### config.mk
export PLATFORM = sky130hd
export DESIGN_NAME = cache_controller
export DESIGN_NICKNAME = d
export VERILOG_FILES = /design/src/source/mem_system_pkg.sv /design/src/source/cache_controller.sv
export VERILOG_INCLUDE_DIRS = /design/src /design/src/source
export SDC_FILE = /design/constraint.sdc
export NUM_CORES = 1
export LEC_CHECK = 0
export BUFFER_PORTS_ARGS = -buffer_cell sky130_fd_sc_hd__buf_2
export CAP_MARGIN = 15
export CELL_PAD_IN_SITES_DETAIL_PLACEMENT = 0
export CELL_PAD_IN_SITES_GLOBAL_PLACEMENT = 1
export CORE_MARGIN = 2
export CORE_UTILIZATION = 26
export DETAILED_ROUTE_END_ITERATION = 7
export PLACE_DENSITY = 0.84
export RECOVER_POWER = 25
export SKIP_LAST_GASP = 1
export SLEW_MARGIN = 0
export SYNTH_ARGS = -nofsm -noshare
export SYNTH_HDL_FRONTEND = slang
export SYNTH_SLANG_ARGS = --single-unit
### constraint.sdc
create_clock -name clk -period 2.1 [get_ports clk]
set_clock_uncertainty 0.2 [all_clocks]
set_input_delay 0.105 -clock clk [delete_from_list [all_inputs] [get_ports clk]]
set_output_delay 0.105 -clock clk [all_outputs]
set_load 0.03 [all_outputs]
### src/source/cache_defs.svh
//**************************************************************************
// Geometry and timing of the cache and its backing memory.
// Addresses are byte addresses of 16-bit words, so bit 0 must be zero.
// The bank count equals the line size, which lets one line touch each
// bank once.
//**************************************************************************
`ifndef CACHE_DEFS_SVH
`define CACHE_DEFS_SVH

`define DATA_W             16
`define ADDR_W             16

// Address split is tag [15:11], index [10:3], word offset [2:1]
`define CACHE_TAG_W        5
`define CACHE_INDEX_W      8
`define LINE_WORDS         4

`define MEM_READ_LATENCY   2
`define MEM_BANK_BUSY      3

`endif
### src/source/mem_system_pkg.sv
//**************************************************************************
// Shared types of the cache system.
// The controller relies on the state order below and steps through the
// writeback and refill states by incrementing the state value.
//**************************************************************************
`include "cache_defs.svh"

package mem_system_pkg;

   typedef logic [`DATA_W-1:0]              word_t;
   typedef logic [`ADDR_W-1:0]              addr_t;
   typedef logic [`CACHE_TAG_W-1:0]         tag_t;
   typedef logic [`CACHE_INDEX_W-1:0]       index_t;
   typedef logic [$clog2(`LINE_WORDS)-1:0]  offset_t;

   // One access to a cache way
   typedef struct packed {
      logic    enable;
      logic    comp;
      logic    write;
      tag_t    tag;
      index_t  index;
      offset_t offset;
      word_t   data;
   } way_req_t;

   // Result of a way, valid in the same cycle as the request
   typedef struct packed {
      logic  hit;
      logic  valid;
      logic  dirty;
      tag_t  tag;
      word_t data;
   } way_rsp_t;

   typedef struct packed {
      logic  rd;
      logic  wr;
      addr_t addr;
      word_t data;
   } mem_req_t;

   typedef enum logic [3:0] {
      st_idle, st_check,
      st_wb0, st_wb1, st_wb2, st_wb3,
      st_rd0, st_rd1, st_rd2, st_rd3,
      st_fill2, st_fill3,
      st_replay, st_done
   } ctrl_state_t;

endpackage

### src/source/cache_controller.sv
//**************************************************************************
// Cache FSM: hit check, victim choice, writeback, refill and replay.
// The requester must hold rd or wr with addr and data_in until done.
// Hit takes 1 cycle, clean miss 9 and dirty miss 13. A misaligned
// request ends in 1 cycle with err and leaves the cache untouched.
//**************************************************************************
`timescale 1ns/1ps
`include "cache_defs.svh"

module cache_controller (
   input  logic                     clk,
   input  logic                     reset,
   input  logic                     rd,
   input  logic                     wr,
   input  logic [`ADDR_W-1:0]       addr,
   input  logic [`DATA_W-1:0]       data_in,
   input  mem_system_pkg::way_rsp_t way_rsp0,
   input  mem_system_pkg::way_rsp_t way_rsp1,
   input  logic [`DATA_W-1:0]       mem_rd_data,
   input  logic                     mem_err,
   output mem_system_pkg::way_req_t way_req0,
   output mem_system_pkg::way_req_t way_req1,
   output mem_system_pkg::mem_req_t mem_req,
   output logic [`DATA_W-1:0]       data_out,
   output logic                     done,
   output logic                     stall,
   output logic                     cache_hit,
   output logic                     err
);
   import mem_system_pkg::*;

   localparam int off_w = $bits(offset_t);

   ctrl_state_t state;
   ctrl_state_t next_state;
   way_req_t    way_cmd;
   way_rsp_t    rsp0_q;
   way_rsp_t    rsp1_q;
   way_rsp_t    victim_rsp;
   tag_t        req_tag;
   index_t      req_index;
   offset_t     req_offset;
   offset_t     mem_word;
   offset_t     fill_word;
   logic [1:0]  way_en;
   logic [1:0]  victim_mask;
   logic        aligned;
   logic        hit_any;
   logic        victim_bit;
   logic        victim_sel;
   logic        victim_q;
   logic        victim_dirty;
   logic        misalign_err;

   assign req_tag    = addr[`ADDR_W-1 -: `CACHE_TAG_W];
   assign req_index  = addr[off_w+1 +: `CACHE_INDEX_W];
   assign req_offset = addr[1 +: off_w];
   assign aligned    = ~addr[0];

   // Responses of the compare cycle, used one cycle later
   always_ff @(posedge clk) begin
      rsp0_q <= way_rsp0;
      rsp1_q <= way_rsp1;
   end

   assign hit_any = rsp0_q.hit | rsp1_q.hit;

   // An invalid way goes first, else the round-robin bit decides
   assign victim_sel   = !rsp0_q.valid ? 1'b0 : (!rsp1_q.valid ? 1'b1 : victim_bit);
   assign victim_dirty = victim_sel ? (rsp1_q.valid & rsp1_q.dirty)
                                    : (rsp0_q.valid & rsp0_q.dirty);
   assign victim_mask  = victim_q ? 2'b10 : 2'b01;
   assign victim_rsp   = victim_q ? way_rsp1 : way_rsp0;

   always_ff @(posedge clk) begin
      if (reset) begin
         state      <= st_idle;
         victim_bit <= 1'b0;
         victim_q   <= 1'b0;
      end else begin
         state      <= next_state;
         victim_bit <= victim_bit ^ (done & aligned);
         if (state == st_check) begin
            victim_q <= victim_sel;
         end
      end
   end

   // Word handled by the memory side and by the fill side of each step
   always_comb begin
      case (state)
         st_wb1, st_rd1: mem_word = offset_t'(1);
         st_wb2, st_rd2: mem_word = offset_t'(2);
         st_wb3, st_rd3: mem_word = offset_t'(3);
         default:        mem_word = offset_t'(0);
      endcase
      case (state)
         st_rd3:   fill_word = offset_t'(1);
         st_fill2: fill_word = offset_t'(2);
         st_fill3: fill_word = offset_t'(3);
         default:  fill_word = offset_t'(0);
      endcase
   end

   always_comb begin
      next_state     = state;
      way_en         = 2'b00;
      way_cmd.enable = 1'b0;
      way_cmd.comp   = 1'b1;
      way_cmd.write  = 1'b0;
      way_cmd.tag    = req_tag;
      way_cmd.index  = req_index;
      way_cmd.offset = req_offset;
      way_cmd.data   = data_in;
      mem_req.rd     = 1'b0;
      mem_req.wr     = 1'b0;
      mem_req.addr   = {req_tag, req_index, mem_word, 1'b0};
      mem_req.data   = victim_rsp.data;

      case (state)
         st_idle: begin
            if (rd || wr) begin
               way_en        = {2{aligned}};
               way_cmd.write = wr;
               next_state    = st_check;
            end
         end
         st_check: begin
            if (!aligned || hit_any) begin
               next_state = st_idle;
            end else if (victim_dirty) begin
               next_state = st_wb0;
            end else begin
               next_state = st_rd0;
            end
         end
         st_wb0, st_wb1, st_wb2, st_wb3: begin
            // Read the old word and send it to memory in the same cycle
            way_en         = victim_mask;
            way_cmd.comp   = 1'b0;
            way_cmd.offset = mem_word;
            mem_req.wr     = 1'b1;
            mem_req.addr   = {victim_rsp.tag, req_index, mem_word, 1'b0};
            next_state     = ctrl_state_t'(state + 1'b1);
         end
         st_rd0, st_rd1, st_rd2, st_rd3: begin
            mem_req.rd = 1'b1;
            next_state = ctrl_state_t'(state + 1'b1);
         end
         st_fill2, st_fill3: begin
            next_state = ctrl_state_t'(state + 1'b1);
         end
         st_replay: begin
            way_en        = 2'b11;
            way_cmd.write = wr;
            next_state    = st_done;
         end
         default: begin
            next_state = st_idle;
         end
      endcase

      // Refill data arrives two cycles after each read
      if (state inside {st_rd2, st_rd3, st_fill2, st_fill3}) begin
         way_en         = victim_mask;
         way_cmd.comp   = 1'b0;
         way_cmd.write  = 1'b1;
         way_cmd.offset = fill_word;
         way_cmd.data   = mem_rd_data;
      end
   end

   always_comb begin
      way_req0        = way_cmd;
      way_req0.enable = way_en[0];
      way_req1        = way_cmd;
      way_req1.enable = way_en[1];
   end

   assign misalign_err = (state == st_check) && !aligned;
   assign done         = ((state == st_check) && (!aligned || hit_any)) || (state == st_done);
   assign cache_hit    = (state == st_check) && aligned && hit_any;
   assign err          = misalign_err | mem_err;
   assign stall        = (rd | wr) & ~done;
   assign data_out     = rsp1_q.hit ? rsp1_q.data : rsp0_q.data;

endmodule

After elaboration in Yosys (flattened, before gate mapping)

Index checks and enable logic that the tools add are counted.

Register bits: 44
Input bits: 101
Output and inout bits: 122
Word-level logic and storage cells: 74

Add/sub/neg operators: 1
Eq/ne operators: 14
Muxes and demuxes: 23
Bitwise logic cells: 10
Reduce and logical (&&, ||, !) cells: 15

Operators with widths:

| cell                  | number |
|---|---|
| $eq A4 B4 Y1 const B  | 6 |
| $mux W21              | 1 |
| $mux W18              | 1 |
| $pmux W2 S3           | 3 |
| $mux W17              | 1 |
| $eq A4 B3 Y1 const B  | 4 |
| $mux W16              | 1 |
| $pmux W4 S4           | 1 |
| $mux W2               | 5 |
| $reduce_or A10 Y1     | 1 |
| $eq A4 B2 Y1 const B  | 2 |
| $mux W4               | 2 |
| $reduce_or A4 Y1      | 2 |
| $mux W1               | 6 |
| $reduce_or A2 Y1      | 3 |
| $add A4 B1 Y4 const B | 1 |
| $and A1 B1 Y1         | 4 |
| $eq A4 B1 Y1 const B  | 1 |
| $logic_and A1 B1 Y1   | 4 |
| $logic_not A4 Y1      | 1 |
| $reduce_bool A4 Y1    | 1 |
| $logic_or A1 B1 Y1    | 3 |
| $mux W3               | 1 |
| $or A1 B1 Y1          | 3 |
| 4 further kinds       | 5 |

Depth between registers and ports, before layout

Depth after elaboration: 6
Gate-level depth with buffers: 8
Mapped depth without buffers: 6

Worst setup path before layout

OpenSTA, ideal clock, no wires.

Path type: reg-to-output
From: register state[1]
To: output way_req1[16] (netlist bit)
Data arrival time: 2.444 ns
Data required time: 1.795 ns
Path slack: -0.649 ns
Stages on the path, launching flop included: 9
Path buffers: 2
Path through: dfxtp_1 inv_1 ha_1 buf_4 nor2_2 a211o_1 inv_1 o32ai_1 buf_4

RTL lines:

| item                     | RTL line               | text |
|---|---|---|
| start: declaration       | cache_controller.sv:34 | `ctrl_state_t state;` |
| start signal: assignment | cache_controller.sv:77 | `state <= st_idle;` |
| start signal: assignment | cache_controller.sv:81 | `state <= next_state;` |
| end: declaration         | cache_controller.sv:22 | `output mem_system_pkg::way_req_t way_req1,` |

==> results.rst <==
.. list-table::
   :header-rows: 1

   * - Metric
     - Value
   * - Result of the run
     - completed
   * - Longest Clk Path Bufs
     - 2
   * - Largest driver fanout on the critical path
     - 4
   * - WS Path Type
     - reg2out
   * - Final WL
     - 8.04 mm
   * - Compound-Gate Fraction of Synth Area
     - 9.39%
   * - Synthesized area per cell
     - ~10 um2
   * - Worst path bufs/invs
     - 2
   * - Largest family of logic cells by synthesized area
     - multiplexers
   * - First-pass iteration count of the detailed router
     - 4
   * - Met3 wire length
     - 721 um
   * - Type of the worst min-delay path
     - in2out
   * - TritonCTS clock tree
     - built
   * - HPWL after DPL
     - 6.02 mm
   * - Number of buffers created by CTS
     - 5
   * - Async set-reset flop share out of synthesis
     - 0%
   * - Worst IR Drop VDD
     - roughly 0.51 mV
   * - Width of the chip
     - 102 um
   * - I/O pin cnt
     - approximately 220
   * - Leakage dissipation
     - approximately 1.9 nW
   * - Number of DRC violations after detailed-routing iteration 0
     - 37
   * - Synthesized-area fraction occupied by adder cells
     - under 10%
   * - Routed length on met1
     - just under 3 mm
   * - Starting Density
     - 27.0%
   * - Library cell occupying the most area in the post-synthesis netlist
     - dfxtp_1
   * - Number of hold violations in the final report
     - 0
   * - ANT nets after route
     - 0
   * - Syn. warnings
     - 0
   * - Crit path setup slack, layout
     - between 0.015 and 0.02 ns
   * - Endpoints failing setup
     - 0
   * - Worst slack at placement
     - approximately 0.11 ns
   * - Setup slack, reg-to-reg
     - approximately 0.29 ns
   * - Number of rows created at floorplan
     - 35
   * - Synthesized-area fraction occupied by and/or/nand/nor cells
     - 8.59%
   * - Hold Path Stages
     - 0
   * - Number of storage elements in the synthesis netlist
     - 44
   * - Fill cell instance count of the final layout
     - between 800 and 900
   * - Count of max-cap constraint violations
     - 0
   * - Post-Synthesis Cell Area
     - between 2000 and 3000 um2
   * - Total area of multi-input combinational cells
     - between 1000 and 1500 um2
   * - Number of synthesized flops with an enable pin
     - 0
   * - Layout Nets
     - 541
   * - Residual DRC count
     - 0
   * - Fraction of synthesized cell area taken by the top area cell type
     - between 30% and 40%
   * - Clock latency reported for the late side of the worst-skew pair
     - approximately 0.28 ns
   * - Share of synthesized area spent on multiplexers
     - roughly a quarter
   * - Top routing layer used
     - met4
   * - Root Buffer
     - clkbuf_8
   * - Via count
     - about 2,400
   * - Clock-pin slew reported for the worst setup and hold paths after clock tree synthesis
     - about 0.08 ns
   * - Cell count after placement
     - between 500 and 600
   * - Area overhead of the layout relative to synthesis
     - 55.4%
   * - Total grt overflow
     - 0
   * - Maximum number of pins on one net before global-route repair
     - 25
   * - Most common library cell in the layout ignoring fill and taps
     - buf_2
   * - Fin crit share
     - between 90% and 100%
   * - Distinct cell type count after synthesis
     - 40
   * - Number of non-filler instances in the completed layout
     - between 500 and 600
   * - Area of the core region
     - 9280 um2
   * - Depth of the worst register-to-register path
     - 7
   * - Synth Instances
     - roughly 260
   * - Commonest non-fill, non-tap cells in the layout
     - 166 x buf_2, 49 x mux2_2, 40 x dfxtp_1
   * - Total clock sinks
     - 44
   * - Overall die area
     - 10,400 um2
   * - Cells taking the most area after synthesis
     - dfxtp_1 35%, mux2_2 22%, buf_4 17%, mux2i_1 2.4%, ha_1 2.0%
   * - Achievable Freq
     - ~480 MHz
   * - Sequential-to-total area share from yosys stat
     - 35.1%
   * - Port Buf Inserts
     - approximately 190
   * - Required time at the worst-slack endpoint
     - around 1.8 ns
   * - Vias per std cell
     - around 4.3
   * - Cell family contributing the most delay on the critical path
     - compound AO/OA/AOI/OAI gates
   * - Wire length of the first global-routing pass
     - approximately 12 mm
   * - Power density of the placed cells
     - 620 nW/um2
   * - Final critical delay including setup and external delays
     - 2.08 ns
   * - H-tree level count
     - 2
   * - Overall power of the completed layout
     - ~2.4 mW
   * - Parity-gate share of the synthesized area counting xor and xnor cells
     - 0%
   * - R2r startpoint
     - state[1]$_SDFFE_PP0P_
   * - CP max stage cell
     - dfxtp_4
   * - Final Max Tran Viols
     - 0
   * - Startpoint of the tightest hold check path
     - addr[3]
   * - Initial antenna violation count
     - 0
   * - Total nets after synthesis
     - between 300 and 400
   * - Routed length on met2
     - 4.25 mm
   * - Worst hold path endpoint
     - mem_req[19]
   * - Final Wtd Congestion
     - 0.841
   * - Share of final-layout standard cells stronger than drive strength 1
     - 62.9%
   * - Worst stage delay on the critical path
     - approximately 0.37 ns
   * - Setup repair after global routing missed its margin
     - yes
   * - Global router's overall resource usage
     - approximately 14%
   * - Setup crit end kind
     - output port
   * - Via count of the first global-routing pass
     - ~2,300
   * - Sequential cell area
     - a little under 900 um2
   * - Cell breakdown of the critical path
     - inv_4 > ha_2 > nor2_2 > a211o_1 > and2_4 > o21ai_1 > buf_4
   * - Critical path arrival
     - 1.78 ns
   * - Setup crit start kind
     - flip-flop
   * - Worst setup path startpoint
     - state[0]$_SDFFE_PP0P_
   * - Most frequently used flop master after synthesis
     - dfxtp_1
   * - Antenna cells
     - 0
   * - Routed wirelength normalized by instance count
     - 14.2 um
   * - Chip height
     - between 100 and 150 um
   * - Reg-to-reg endpoint
     - state[1]$_SDFFE_PP0P_
layer usage:
metal  up-vias  GRT usage (%)
met3         6           4.10
met4         0           3.69
met2       141           27.4
met5         -              0
li1       1183              -
met1      1107           15.1
kinds of logic after synthesis:
| group | Yosys count |
|---|---|
| AOI/OAI and AO/OA | 36 |
| and+or+nand+nor | 40 |
| buffers and inverters | 75 |
| DFF | 44 |
| muxes | 55 |
| other | 1 |
| adders and majority gates | 4 |
worst max path at each step:
stage | end | cells past startpoint
after floorplan | way_req1[16] | 8
after global placement | way_req1[16] | 7
after detailed placement | way_req1[16] | 7
after CTS | way_req1[16] | 7
after global routing | way_req0[33] | 7
final | way_req0[33] | 7
sequential cells by signal, indices dropped and copies added (netlist names):
name        cells
rsp0_q         19
rsp1_q         19
state           4
victim_bit      1
victim_q        1
repair_timing:
action,4_1_cts,5_1_grt
hold buffers,39,0
resized for setup,21,25
endpoints found under the hold margin,44,0
setup buffers,0,2
setup endpoints to repair,46,46
pin swaps,3,2
cloned,0,0
synth_stat cells (2+ instances only):
cell and number:
buf_2 8, nand2b_1 3, a31oi_1 3, inv_1 9, a21oi_1 8, mux2i_1 6, nand2_1 13, o21ai_1 8
dfxtp_1 44, o22ai_1 2, o31ai_1 2, nor2_1 10, ha_1 4, o21ai_0 2, o221ai_1 2, and3_1 2
buf_4 56, nor2_2 2, mux2_2 49, nor3_1 2
per-stage QoR:
stage / util (%) / setup TNS (ns) / instance area [um2] / hold WS [ns]
after global routing: 41.9 / -0.489 / 3890 / 0.0101
after floorplan: - / -0.225 / 2530 / -0.0673
final: 41.9 / 0 / 3890 / 0.0100
after CTS: 41.2 / -0.0397 / 3820 / 0.0104
after detailed placement: 35.1 / 0 / 3260 / 0.00857
after global placement: 35.1 / 0 / 3260 / 0.00920
layout make-up:
type,count,area share (%)
timing repair buffer,240,38.5
multi-input combinational,136,30.5
sequential,44,22.9
tap,129,4.15
clock buffer,6,2.12
clock inverter,2,0.996
inverter,9,0.932
report_power, final:
group          total, mW  internal (mW)  leakage [nW]  switching (mW)
Sequential         0.903          0.879         0.372          0.0239
Combinational      0.838          0.345          1.42           0.493
Clock              0.672          0.389        0.0614           0.283
Total               2.41           1.61          1.86           0.800
Note: power is estimated with default switching activity, not from simulation.
